===== src/hw/cadr_defs.svh =====
// Word, slice and micro-instruction widths and the ALU field bit positions.
`ifndef CADR_DEFS_SVH
`define CADR_DEFS_SVH

// Datapath geometry.
`define WORD_W      32
`define SLICE_W     4
`define NUM_SLICES  8

// Micro-instruction word.
`define IR_W        49

// ALU field bit positions in the micro-instruction.
`define IR_CIN      2
`define IR_S3       3
`define IR_S2       4
`define IR_S0_N     5    // Also the divide first-step bit.
`define IR_S1_N     6    // Also the divide remainder bit.
`define IR_MODE_N   7
`define IR_OSEL_LO  12
`define IR_OSEL_HI  13

`endif


===== src/hw/alu_pkg.sv =====
// ALU control struct, output-select enum and slice generate/propagate struct.
`default_nettype none

`include "cadr_defs.svh"

package alu_pkg;

   // Output bus shift select.
   typedef enum logic [1:0] {
      OSEL_STRAIGHT    = 2'b00,
      OSEL_RIGHT       = 2'b01,   // Carry out enters bit 31.
      OSEL_LEFT        = 2'b10,   // Q bit 31 enters bit 0.
      OSEL_RIGHT_ARITH = 2'b11    // Sign bit copied.
   } osel_e;

   // Decoded function for the slices, lookahead and output stage.
   typedef struct packed {
      logic [3:0] aluf;      // 74181 select, S3 in bit 3.
      logic       alumode;   // High selects logic mode.
      logic       cin0;      // Active-high carry into slice 0.
      osel_e      osel;
   } alu_ctrl_t;

   // Per-slice carry status, one bit per slice.
   typedef struct packed {
      logic [`NUM_SLICES-1:0] gen;
      logic [`NUM_SLICES-1:0] prop;
   } slice_gp_t;

endpackage : alu_pkg

`default_nettype wire


===== src/hw/ir_pkg.sv =====
// Micro-instruction ALU field struct and the multiply/divide step kind.
`default_nettype none

package ir_pkg;

   // Step request seen by the ALU on a given cycle.
   typedef enum logic [1:0] {
      STEP_NONE = 2'd0,
      STEP_MUL  = 2'd1,
      STEP_DIV  = 2'd2
   } step_kind_e;

   // ALU-relevant fields pulled out of the micro-instruction.
   typedef struct packed {
      logic [1:0] osel;     // Output shift select.
      logic       mode_n;   // Low selects logic mode.
      logic       s3;
      logic       s2;
      logic       s1_n;     // Stored inverted.
      logic       s0_n;     // Stored inverted.
      logic       cin;      // Carry into bit 0.
   } ir_alu_t;

endpackage : ir_pkg

`default_nettype wire


===== src/hw/alu_function_ctrl.sv =====
// ALU function decode from micro-instruction fields and multiply/divide steps.
`timescale 1ns/100ps
`default_nettype none

`include "cadr_defs.svh"

module alu_function_ctrl import ir_pkg::*, alu_pkg::*; (
   input  wire  [`IR_W-1:0] ir,
   input  wire              iralu,
   input  wire              irjump,
   input  wire  step_kind_e step_kind,
   input  wire              a_sign,
   input  wire              q_lsb,
   output alu_ctrl_t        ctrl
);

   typedef enum logic [1:0] {
      OP_IR     = 2'b00,
      OP_ADD    = 2'b01,
      OP_SUB    = 2'b10,
      OP_PASS_A = 2'b11
   } alu_op_e;

   ir_alu_t irf;
   logic    is_mul;
   logic    is_div;
   logic    div_pos_last;
   logic    div_sub_cond;
   logic    div_add_cond;
   logic    mul_nop;
   logic    alu_add;
   logic    alu_sub;
   alu_op_e op;

   always_comb begin
      irf.osel   = {ir[`IR_OSEL_HI], ir[`IR_OSEL_LO]};
      irf.mode_n = ir[`IR_MODE_N];
      irf.s3     = ir[`IR_S3];
      irf.s2     = ir[`IR_S2];
      irf.s1_n   = ir[`IR_S1_N];
      irf.s0_n   = ir[`IR_S0_N];
      irf.cin    = ir[`IR_CIN];
   end

   assign is_mul = (step_kind == STEP_MUL);
   assign is_div = (step_kind == STEP_DIV);

   assign div_pos_last = q_lsb | irf.s1_n;                       // Remainder bit.
   assign div_sub_cond = is_div & div_pos_last;
   assign div_add_cond = is_div & (irf.s0_n | ~div_pos_last);    // First-step bit.
   assign mul_nop      = is_mul & ~q_lsb;

   // Sign of a swaps the divide add/subtract choice.
   assign alu_add = (div_add_cond & ~a_sign) | (div_sub_cond & a_sign) | is_mul;
   assign alu_sub = mul_nop | (div_sub_cond & ~a_sign) | (div_add_cond & a_sign) | irjump;

   assign op = alu_op_e'({alu_sub, alu_add});

   always_comb begin
      ctrl.osel = osel_e'(irf.osel & {2{iralu}});
      case (op)
         OP_ADD: begin
            ctrl.aluf    = 4'b1001;
            ctrl.alumode = 1'b0;
            ctrl.cin0    = 1'b0;
         end
         OP_SUB: begin
            ctrl.aluf    = 4'b0110;
            ctrl.alumode = 1'b0;
            ctrl.cin0    = ~irjump;                    // Jump compare is A-M-1.
         end
         OP_PASS_A: begin
            ctrl.aluf    = 4'b1111;
            ctrl.alumode = 1'b1;
            ctrl.cin0    = 1'b1;
         end
         default: begin
            ctrl.aluf    = {irf.s3, irf.s2, ~irf.s1_n, ~irf.s0_n};
            ctrl.alumode = ~irf.mode_n;
            ctrl.cin0    = irf.cin;
         end
      endcase
   end

   // A jump compare never shares a cycle with a step.
   a_jump_no_step: assert final ($isunknown({irjump, step_kind}) ||
                                 !(irjump && (step_kind != STEP_NONE)));

endmodule : alu_function_ctrl

`default_nettype wire


===== src/hw/alu_output_stage.sv =====
// Output shifter, output bus and carry registers, and the Q register.
`timescale 1ns/100ps
`default_nettype none

`include "cadr_defs.svh"

module alu_output_stage import ir_pkg::*, alu_pkg::*; (
   input  wire                 clk,
   input  wire                 rst_n,
   input  wire  [`WORD_W-1:0]  result,
   input  wire                 carry_out_comb,
   input  wire  osel_e         osel,
   input  wire  step_kind_e    step_kind,
   input  wire                 step,
   input  wire                 q_load,
   input  wire  [`WORD_W-1:0]  a,
   output logic [`WORD_W-1:0]  ob,
   output logic [`WORD_W-1:0]  q,
   output logic                carry_out
);

   logic [`WORD_W-1:0] ob_next;
   logic               mul_step;
   logic               div_step;

   assign mul_step = step && (step_kind == STEP_MUL);
   assign div_step = step && (step_kind == STEP_DIV);

   always_comb begin
      case (osel)
         OSEL_RIGHT:       ob_next = {carry_out_comb, result[`WORD_W-1:1]};
         OSEL_LEFT:        ob_next = {result[`WORD_W-2:0], q[`WORD_W-1]};
         OSEL_RIGHT_ARITH: ob_next = {result[`WORD_W-1], result[`WORD_W-1:1]};
         default:          ob_next = result;
      endcase
   end

   always_ff @(posedge clk or negedge rst_n) begin
      if (!rst_n) begin
         ob        <= '0;
         carry_out <= 1'b0;
      end else if (step) begin
         ob        <= ob_next;
         carry_out <= carry_out_comb;
      end
   end

   always_ff @(posedge clk or negedge rst_n) begin
      if (!rst_n) begin
         q <= '0;
      end else if (mul_step) begin
         q <= {result[0], q[`WORD_W-1:1]};           // Low product bit in.
      end else if (div_step) begin
         q <= {q[`WORD_W-2:0], ~result[`WORD_W-1]};  // Quotient bit in.
      end else if (q_load) begin
         q <= a;
      end
   end

   a_qload_no_step: assert property (@(posedge clk) disable iff (!rst_n)
      !(q_load && (mul_step || div_step)));

endmodule : alu_output_stage

`default_nettype wire


===== src/hw/alu_slice_array.sv =====
// Eight 74181-style 4-bit ALU slices with per-slice generate and propagate.
`timescale 1ns/100ps
`default_nettype none

`include "cadr_defs.svh"

module alu_slice_array import alu_pkg::*; (
   input  wire  [`WORD_W-1:0]     a,
   input  wire  [`WORD_W-1:0]     m,
   input  wire  alu_ctrl_t        ctrl,
   input  wire  [`NUM_SLICES-1:0] slice_cin,
   output logic [`WORD_W-1:0]     result,
   output slice_gp_t              gp
);

   logic s0;
   logic s1;
   logic s2;
   logic s3;

   assign {s3, s2, s1, s0} = ctrl.aluf;

   for (genvar s = 0; s < `NUM_SLICES; s++) begin : g_slice
      logic [`SLICE_W-1:0] an;
      logic [`SLICE_W-1:0] bn;
      logic [`SLICE_W-1:0] p;
      logic [`SLICE_W-1:0] g;
      logic [`SLICE_W-1:0] hs;
      logic [`SLICE_W-1:0] c;
      logic                grp_g;

      assign an = a[s*`SLICE_W +: `SLICE_W];
      assign bn = m[s*`SLICE_W +: `SLICE_W];

      // Select lines pick the two addend terms. G is a subset of P.
      assign p  = an | (bn & {`SLICE_W{s0}}) | (~bn & {`SLICE_W{s1}});
      assign g  = an & ((bn & {`SLICE_W{s3}}) | (~bn & {`SLICE_W{s2}}));
      assign hs = p & ~g;

      // Internal carries from the slice carry-in.
      always_comb begin
         c[0] = slice_cin[s];
         for (int i = 1; i < `SLICE_W; i++) begin
            c[i] = g[i-1] | (p[i-1] & c[i-1]);
         end
      end

      always_comb begin
         grp_g = g[0];
         for (int i = 1; i < `SLICE_W; i++) begin
            grp_g = g[i] | (p[i] & grp_g);
         end
      end

      // Logic mode ignores carries.
      assign result[s*`SLICE_W +: `SLICE_W] = ctrl.alumode ? ~hs : (hs ^ c);

      assign gp.gen[s]  = grp_g;
      assign gp.prop[s] = &p;
   end

endmodule : alu_slice_array

`default_nettype wire


===== src/hw/cadr_alu_top.sv =====
// ALU path top level: function decode, slices, lookahead and output stage.
`timescale 1ns/100ps
`default_nettype none

`include "cadr_defs.svh"

module cadr_alu_top import ir_pkg::*, alu_pkg::*; (
   input  wire                 clk,
   input  wire                 rst_n,
   input  wire  [`WORD_W-1:0]  a,
   input  wire  [`WORD_W-1:0]  m,
   input  wire  [`IR_W-1:0]    ir,
   input  wire                 iralu,
   input  wire                 irjump,
   input  wire                 mul,
   input  wire                 div,
   input  wire                 step,
   input  wire                 q_load,
   output logic [`WORD_W-1:0]  ob,
   output logic [`WORD_W-1:0]  q,
   output logic                carry_out
);

   step_kind_e             step_kind;
   alu_ctrl_t              ctrl;
   slice_gp_t              gp;
   logic [`NUM_SLICES-1:0] slice_cin;
   logic [`WORD_W-1:0]     result;
   logic                   carry_out_comb;

   assign step_kind = mul ? STEP_MUL : (div ? STEP_DIV : STEP_NONE);

   alu_function_ctrl u_ctrl (
      .ir        (ir),
      .iralu     (iralu),
      .irjump    (irjump),
      .step_kind (step_kind),
      .a_sign    (a[`WORD_W-1]),
      .q_lsb     (q[0]),
      .ctrl      (ctrl)
   );

   alu_slice_array u_slices (
      .a         (a),
      .m         (m),
      .ctrl      (ctrl),
      .slice_cin (slice_cin),
      .result    (result),
      .gp        (gp)
   );

   carry_lookahead u_cla (
      .gp             (gp),
      .cin0           (ctrl.cin0),
      .slice_cin      (slice_cin),
      .carry_out_comb (carry_out_comb)
   );

   alu_output_stage u_out (
      .clk            (clk),
      .rst_n          (rst_n),
      .result         (result),
      .carry_out_comb (carry_out_comb),
      .osel           (ctrl.osel),
      .step_kind      (step_kind),
      .step           (step),
      .q_load         (q_load),
      .a              (a),
      .ob             (ob),
      .q              (q),
      .carry_out      (carry_out)
   );

endmodule : cadr_alu_top

`default_nettype wire


===== src/hw/carry_lookahead.sv =====
// Two-level 74182-style carry lookahead over the eight ALU slices.
`timescale 1ns/100ps
`default_nettype none

`include "cadr_defs.svh"

module carry_lookahead import alu_pkg::*; (
   input  wire  slice_gp_t        gp,
   input  wire                    cin0,
   output logic [`NUM_SLICES-1:0] slice_cin,
   output logic                   carry_out_comb
);

   localparam int HALF_SLICES = `WORD_W / (2 * `SLICE_W);

   logic [1:0] grp_g;
   logic [1:0] grp_p;
   logic [1:0] grp_cin;

   // First level has one lookahead unit per half-word.
   for (genvar h = 0; h < 2; h++) begin : g_half
      logic [HALF_SLICES-1:0] gh;
      logic [HALF_SLICES-1:0] ph;
      logic [HALF_SLICES-1:0] ch;
      logic                   gg;

      assign gh = gp.gen[h*HALF_SLICES +: HALF_SLICES];
      assign ph = gp.prop[h*HALF_SLICES +: HALF_SLICES];

      always_comb begin
         ch[0] = grp_cin[h];
         gg    = gh[0];
         for (int j = 1; j < HALF_SLICES; j++) begin
            ch[j] = gh[j-1] | (ph[j-1] & ch[j-1]);
            gg    = gh[j] | (ph[j] & gg);
         end
      end

      assign grp_g[h] = gg;
      assign grp_p[h] = &ph;
      assign slice_cin[h*HALF_SLICES +: HALF_SLICES] = ch;
   end

   // Second level.
   assign grp_cin[0]     = cin0;
   assign grp_cin[1]     = grp_g[0] | (grp_p[0] & cin0);
   assign carry_out_comb = grp_g[1] | (grp_p[1] & grp_g[0]) | (grp_p[1] & grp_p[0] & cin0);

   // Final carry agrees with a ripple out of the top slice.
   a_carry_out_ripple: assert final ($isunknown({gp, slice_cin}) ||
      (carry_out_comb == (gp.gen[`NUM_SLICES-1] |
                          (gp.prop[`NUM_SLICES-1] & slice_cin[`NUM_SLICES-1]))));

endmodule : carry_lookahead

`default_nettype wire


===== config.mk =====
export PLATFORM = sky130hd
export DESIGN_NAME = cadr_alu_top
export DESIGN_NICKNAME = d
export VERILOG_FILES = /design/src/hw/alu_pkg.sv /design/src/hw/ir_pkg.sv /design/src/hw/alu_function_ctrl.sv /design/src/hw/alu_output_stage.sv /design/src/hw/alu_slice_array.sv /design/src/hw/cadr_alu_top.sv /design/src/hw/carry_lookahead.sv
export VERILOG_INCLUDE_DIRS = /design/src /design/src/hw
export SDC_FILE = /design/constraint.sdc
export NUM_CORES = 1
export LEC_CHECK = 0
export ABC_AREA = 1
export BUFFER_PORTS_ARGS = -buffer_cell sky130_fd_sc_hd__buf_2
export CAP_MARGIN = 20
export CORE_MARGIN = 10
export CORE_UTILIZATION = 50
export CTS_CLUSTER_DIAMETER = 60
export DETAILED_ROUTE_END_ITERATION = 8
export GPL_ROUTABILITY_DRIVEN = 1
export GPL_TIMING_DRIVEN = 0
export PLACE_DENSITY = 0.87
export SYNTH_ARGS = -nofsm -noshare
export SYNTH_HDL_FRONTEND = slang
export SYNTH_SLANG_ARGS = --single-unit

===== constraint.sdc =====
create_clock -name clk -period 3.07 [get_ports clk]
set_input_delay 0.4605 -clock clk [delete_from_list [all_inputs] [get_ports clk]]
set_output_delay 0.4605 -clock clk [all_outputs]
set_load 0.02 [all_outputs]

# [Word-level counts from Yosys, hierarchy flattened]
# Cells that the tools add are included.
[totals] register_bits=65 in_bits=121 out_inout_bits=65 wordCells=293
[classes] eq_ne=8 n_mux=15 bitwise=254 reduce_logical=13
[ops] cell="$and 4x4->4" count=48
[ops] cell="$mux 32" count=3
[ops] cell="$not 4->4" count=24
[ops] cell="$or 4x4->4" count=24
[ops] cell="$pmux 32 s3" count=1
[ops] cell="$and 1x1->1" count=71
[ops] cell="$or 1x1->1" count=70
[ops] cell="$mux 4" count=8
[ops] cell="$reduce_and 16->1" count=2
[ops] cell="$reduce_and 4->1" count=8
[ops] cell="$xor 4x4->4" count=8
[ops] cell="$pmux 6 s3" count=1
[ops] cell="$eq 2x2->1 const B" count=5
[ops] cell="$not 1->1" count=8
[ops] cell="$eq 2x1->1 const B" count=3
[ops] cell="$mux 2" count=2
[ops] cell="$reduce_bool 3->1" count=1
[ops] cell="$and 2x2->2" count=1
[ops] cell="$logic_and 1x1->1" count=2

# [Depth between registers and ports, before layout]
[logic_depth] ltp_word=43 mapped_depth=32 ltp_nobuf=31

# [Cells and area by module]
# Synthesis repeated with hierarchy kept, for this count alone.
[unflattened] hier_cells=1142 hier_area_um2=6545.0
[by_module_without_submodules] mod="alu_output_stage" n_inst=1 cells_each=569 area_per_inst_um2=3896.2 seq_area_each_um2=1626.6
[by_module_without_submodules] mod="alu_slice_array" n_inst=1 cells_each=499 area_per_inst_um2=2280.9 seq_area_each_um2=0.0
[by_module_without_submodules] mod="alu_function_ctrl" n_inst=1 cells_each=44 area_per_inst_um2=220.2 seq_area_each_um2=0.0
[by_module_without_submodules] mod="carry_lookahead" n_inst=1 cells_each=28 area_per_inst_um2=137.6 seq_area_each_um2=0.0
[by_module_without_submodules] mod="cadr_alu_top" n_inst=1 cells_each=2 area_per_inst_um2=10.0 seq_area_each_um2=0.0

# [Worst setup path after synthesis]
# Ideal clock, no wire load.
[synth_timing] path_kind="input -> register" startpoint="in ir[6]" endpoint="reg u_out.ob[22]" setup_ns=0.123 arrival_time_ns=2.762 required_ns=2.947 slack_ns=0.185 stages=29 path_buffers=1 cell_sequence="inv_1 nand2_1 nand3_1 nand2_2 nor2_4 nand2_2 buf_6 nand2_2 nand3_4 nand2_2 inv_2 nand2_1 nand3_1 nand2_1 nand3_1 nor2_1 nand2_2 nand2_2 nand2_2 nand2_1 nand2_1 nand2_1 nand2_1 nand2_1 nand3_2 xor2_2 nor2_1 o21ai_0 nand2_1"
[synth_via] elab_chain_len=36 elab_cells_between_ends=124 classes_between="3 x eq/ne; 3 x mux; 113 x bitwise; 5 x reduce/logical"
[synth_rtl] item="start, declared" line_no="cadr_alu_top.sv:12" source="input wire [`IR_W-1:0] ir,"
[synth_rtl] item="$or 1x1->1" line_no="alu_function_ctrl.sv:48" source="assign div_pos_last = q_lsb | irf.s1_n;"
[synth_rtl] item="$not 1->1" line_no="alu_function_ctrl.sv:50" source="assign div_add_cond = is_div & (irf.s0_n | ~div_pos_last);"
[synth_rtl] item="$or 1x1->1" line_no="alu_function_ctrl.sv:50"
[synth_rtl] item="$and 1x1->1" line_no="alu_function_ctrl.sv:50"
[synth_rtl] item="$and 1x1->1, on equally long branches" line_no="alu_function_ctrl.sv:54, alu_function_ctrl.sv:55"
[synth_rtl] item="$or 1x1->1, on equally long branches (2 in a row)" line_no="alu_function_ctrl.sv:54, alu_function_ctrl.sv:55"
[synth_rtl] item="$eq 2x2->1 / $eq 2x1->1 (equally long branches)" line_no="alu_function_ctrl.sv:61" source="case (op)"
[synth_rtl] item="$pmux 6 s3 *" line_no="alu_function_ctrl.sv:61"
[synth_rtl] item="[... 19 more ...]"
[synth_rtl] item="$or 1x1->1" line_no="alu_slice_array.sv:44" source="c[i] = g[i-1] | (p[i-1] & c[i-1]);"
[synth_rtl] item="$and 1x1->1" line_no="alu_slice_array.sv:44"
[synth_rtl] item="$or 1x1->1" line_no="alu_slice_array.sv:44"
[synth_rtl] item="$and 1x1->1" line_no="alu_slice_array.sv:44"
[synth_rtl] item="$or 1x1->1" line_no="alu_slice_array.sv:44"
[synth_rtl] item="$xor 4x4->4" line_no="alu_slice_array.sv:56" source="assign result[s*`SLICE_W +: `SLICE_W] = ctrl.alumode ? ~hs : (hs ^ c);"
[synth_rtl] item="$mux 4 *" line_no="alu_slice_array.sv:56"
[synth_rtl] item="$pmux 32 s3 *" line_no="alu_output_stage.sv:30" source="case (osel)"
[synth_rtl] item="end signal, assigned" line_no="alu_output_stage.sv:43" source="ob <= ob_next;"
[synth_rtl] item="end, declared" line_no="alu_output_stage.sv:17" source="output logic [`WORD_W-1:0] ob,"
# Every way passes the cells marked *; elsewhere a longest branch is shown, timed or not.
# A chain may end at the register's enable or synchronous reset.

# [Worst setup path after layout]
[layout_timing] startpoint="reg u_out.q[0]" endpoint="reg u_out.q[0]"
[layout_via] elab_chain_len=42 elab_cells_between_ends=161 classes_between="3 x eq/ne; 4 x mux; 147 x bitwise; 7 x reduce/logical"
[layout_rtl] item="start, declared" line_no="alu_output_stage.sv:18" source="output logic [`WORD_W-1:0] q,"
[layout_rtl] item="start signal, assigned" line_no="alu_output_stage.sv:52" source="q <= {result[0], q[`WORD_W-1:1]};"
[layout_rtl] item="start signal, assigned" line_no="alu_output_stage.sv:54" source="q <= {q[`WORD_W-2:0], ~result[`WORD_W-1]};"
[layout_rtl] item="$or 1x1->1" line_no="alu_function_ctrl.sv:48"
[layout_rtl] item="$not 1->1" line_no="alu_function_ctrl.sv:50"
[layout_rtl] item="$or 1x1->1" line_no="alu_function_ctrl.sv:50"
[layout_rtl] item="$and 1x1->1" line_no="alu_function_ctrl.sv:50"
[layout_rtl] item="$and 1x1->1, on equally long branches" line_no="alu_function_ctrl.sv:54, alu_function_ctrl.sv:55"
[layout_rtl] item="$or 1x1->1, on equally long branches (2 in a row)" line_no="alu_function_ctrl.sv:54, alu_function_ctrl.sv:55"
[layout_rtl] item="$eq 2x2->1 / $eq 2x1->1 (equally long branches)" line_no="alu_function_ctrl.sv:61"
[layout_rtl] item="$pmux 6 s3 *" line_no="alu_function_ctrl.sv:61"
[layout_rtl] item="[... 25 more ...]"
[layout_rtl] item="$or 1x1->1" line_no="alu_slice_array.sv:44"
[layout_rtl] item="$and 1x1->1" line_no="alu_slice_array.sv:44"
[layout_rtl] item="$or 1x1->1" line_no="alu_slice_array.sv:44"
[layout_rtl] item="$xor 4x4->4" line_no="alu_slice_array.sv:56"
[layout_rtl] item="$mux 4 *" line_no="alu_slice_array.sv:56"
[layout_rtl] item="$not 1->1 *" line_no="alu_output_stage.sv:54"
[layout_rtl] item="$mux 32 *" line_no="alu_output_stage.sv:53" source="end else if (div_step) begin"
[layout_rtl] item="$mux 32 *" line_no="alu_output_stage.sv:51" source="end else if (mul_step) begin"
# Marked as above.

==> impl_metrics.csv <==
group,metric,value,unit
worst_setup_path,worst_path_largest_cell_delay,0.43,ns
worst_setup_path,worst_setup_path_start_kind,"register",
die,top_level_pins,186,
global_routing,grt_max_degree,66,
final_layout,most-common-layout-cells,"nand2_1 (271), buf_2 (147), inv_1 (122), nor2_1 (70), dfrtp_1 (65)",
worst_setup_path,worst_reg_to_reg_path_cell_count,29,
detailed_routing,detail_route.drc_violations,0,
die,fp.dieW,130.4,um
worst_setup_path,reg2reg_setup_slack,-0.54,ns
synthesis,synthesized_instance_count,973,
detailed_routing,route.detailed.wl_per_inst,17.44,um
worst_setup_path,crit_arrival,3.81,ns
power,totalPowerFinal,4.006,mW
synthesis,synthDistinctLibCells,50,
timing,timing_max_transition_violations_final,0,
worst_setup_path,cp.required,3.27,ns
worst_setup_path,crit_path_end_kind,"register",
timing,finalSetupViolCount,26,
power,p_per_area,488.6,nW/um^2
timing,rsz_0062_raised_after_global_routing,"yes",
timing,timing.final.crit_share,117.5,%
timing,setup_slack,-0.5367,ns
clocking,cts_tree,"yes",
synthesis,synth.ff_latch_count,65,
final_layout,final.fill_count,935,
placement,cell_area_after_placement,6997,sq um
detailed_routing,drt.antenna.violating_nets,0,
timing,setup_tns,-7.275,ns
synthesis,synth-async-reset-ratio,100.0,%
clocking,clk_transition_reported_paths,0.05,ns
power,maximum_vdd_ir_drop,412.2,uV
worst_setup_path,timing_worst_setup_path_type,"reg2reg",
clocking,clock-root-buffer,"clkbuf_16",
final_layout,postLayoutCellArea,8199,sq um
detailed_routing,num_vias,7616,
synthesis,ys_seq_area_share,26.71,%
die,die_area,16990,sq um
detailed_routing,wl,23.09,mm
detailed_routing,dr.pass1.iters,7,
min_path,timing.hold.worst.class,"in2async",
global_routing,grt_total_ovfl,0,
detailed_routing,drt-vias-per-instance,5.752,
worst_setup_path,crit_path_top_delay_cell,"dfrtp_1",
clocking,clock_tree.buffer_depth,2,
detailed_routing,dr.max_layer_used,"met5",
synthesis,synth.net_count,1094,
synthesis,yosysWarnings,0,
worst_setup_path,rr_endpoint,"u_out.q[0]",
die,design.core.area,11960,sq um
timing,fmax,0.2773,GHz
global_routing,global_route.usage.total,24.37,%
outcome,result_of_the_run,"finished with violations",
synthesis,syn-cell-area,6090,sq um
timing,worst_slew_pin_slew,0.8526,ns
detailed_routing,met3WireLength,2.258,mm
global_routing,grt_first_pass_wirelength,33.09,mm
detailed_routing,drt-initial-drc-count,796,
detailed_routing,met1Wirelength,9.005,mm
timing,hold_viol,0,
clocking,numClockSinks,65,
final_layout,drive_gt1_share,31.71,%
flow_run,max_cap_viol_count,0,
detailed_routing,dr_wl_met2,10.72,mm
outcome,failed_checks,"setup timing",
placement,dp_hpwl,16.03,mm
worst_setup_path,worst-path-max-fanout,7,
final_layout,most_common_library_cell_in_the_layout_ignoring_fill_and_taps,"nand2_1",
final_layout,fin_nets,1289,
placement,weighted_congestion_at_the_end_of_routability_driven_global_placement,0.9977,
final_layout,synthToLayoutAreaGrowth,34.64,%
clocking,worst_skew_pair.late_latency,0.35,ns
synthesis,avgSynthCellArea,6.259,sq um
timing,worst_hold_slack,0.2272,ns
worst_setup_path,critical_path.most_common_cell,"nand2_2",
clocking,numCtsBuffers,9,
timing,slew_headroom,43.16,%
global_routing,antenna_found_initial,5,
die,start_util,50.91,%
die,std_cell_rows,40,
worst_setup_path,worst_r2r_startpoint,"u_out.q[0]",
timing,min_period,3.607,ns
final_layout,multi_input_gate_area_in_the_final_layout,4213,sq um
die,die_h,130.4,um
timing,clock-skew-final,0.004859,ns
power,power.static_leakage,4.337,nW
placement,port_buffers,144,
final_layout,final-seq-area,1627,sq um
clocking,h_tree_levels,3,
global_routing,vias_in_the_first_global_route,6722,
synthesis,synth_edf_count,0,
synthesis,yosys_most_used_dff,"dfrtp_1",
worst max-delay path, delay by kind of cell, from the launching register on:
family          cells  cell delay (ns)
simple gates       22             2.09
flops               1             0.43
buf+inv             5             0.60
compound gates      2             0.33
cell families after synthesis:
group | synth area share, %
xor gates and xnor gates | 4.007
and+or+nand+nor | 35.69
buffers and inverters | 12.08
AOI/OAI and AO/OA | 21.51
DFF | 26.71
layer usage:
| layer | vias up | global-route usage, % |
|---|---|---|
| li1 | 3566 | - |
| met1 | 3429 | 30.49 |
| met2 | 499 | 38.40 |
| met3 | 120 | 6.045 |
| met4 | 2 | 12.10 |
| met5 | - | 0 |
what timing repair did:
action | 4_1_cts | 5_1_grt
cloned | 0 | 2
pin swaps | 18 | 63
endpoints found under the setup margin | 29 | 29
buffers inserted | 13 | 25
gates resized for setup | 34 | 108
hold buffers | 0 | 0
per-stage QoR:
stage               setup WS (ns)  std cells  util (%)
floorplan                  0.1851        973         -
global placement          -0.4264       1264     58.47
detailed placement        -0.4534       1264     58.49
CTS                       -0.1101       1293     63.06
global route              -0.7501       1324     68.55
finish                    -0.5367       1324     68.55
synth_stat cells, types with 2 or more instances:
cell	instances	area (sq um)
nand2_2	24	150.1
nor3_1	12	60.06
o21bai_1	2	15.01
o211ai_1	27	202.7
nor2_1	82	307.8
o22ai_1	3	18.77
a21oi_1	44	220.2
nand4_1	9	56.30
dfrtp_1	65	1627
xnor2_1	16	140.1
o21ai_0	72	360.4
nand3b_1	4	30.03
o221ai_1	31	271.5
buf_1	2	7.510
clkinv_1	2	7.510
xor2_1	10	87.58
nand3_2	9	90.09
nor2_2	4	25.02
nand2_1	302	1134
o21bai_2	2	22.52
clkbuf_1	27	101.4
a22o_1	3	26.28
nand3_1	37	185.2
inv_1	125	469.2
buf_2	6	30.03
o21ai_1	10	50.05
inv_2	8	30.03
buf_4	3	22.52
buf_6	6	67.56
nor2_4	3	33.78
a21oi_2	2	17.52
o211ai_2	3	37.54
flip-flops by register name, summed over array words and instances (netlist names):
| name | flops |
|---|---|
| u_out.q | 32 |
| u_out.carry_out | 1 |
| u_out.ob | 32 |
layout make-up:
cell class | count | share of cell area (%)
antenna | 4 | 0.1221
clock buffer | 14 | 3.342
multi-input combinational | 729 | 51.38
tap | 147 | 2.243
clock inverter | 2 | 0.4273
buffer | 44 | 3.083
sequential | 65 | 19.84
inverter | 135 | 6.257
timing repair buffer | 184 | 13.31
worst max path at each step:
stage | startpoint | endpoint | slack, ns | depth (start not counted)
final | u_out.q[0] | u_out.q[0] | -0.54 | 29
after global routing | u_out.q[0] | u_out.q[0] | -0.75 | 29
after CTS | u_out.q[0] | u_out.ob[24] | -0.11 | 27
after detailed placement | mul | u_out.ob[31] | -0.45 | 28
after global placement | mul | u_out.ob[31] | -0.43 | 28
after floorplan | ir[6] | u_out.ob[22] | 0.19 | 29
where the power goes:
| part | switching (mW) | total [mW] | internal [mW] |
|---|---|---|---|
| Sequential | 0.0836 | 1.09 | 1.00 |
| Clock | 0.379 | 1.07 | 0.694 |
| Combinational | 1.19 | 1.85 | 0.661 |
| Total | 1.65 | 4.01 | 2.36 |
Power figures use the tool's default switching activity.
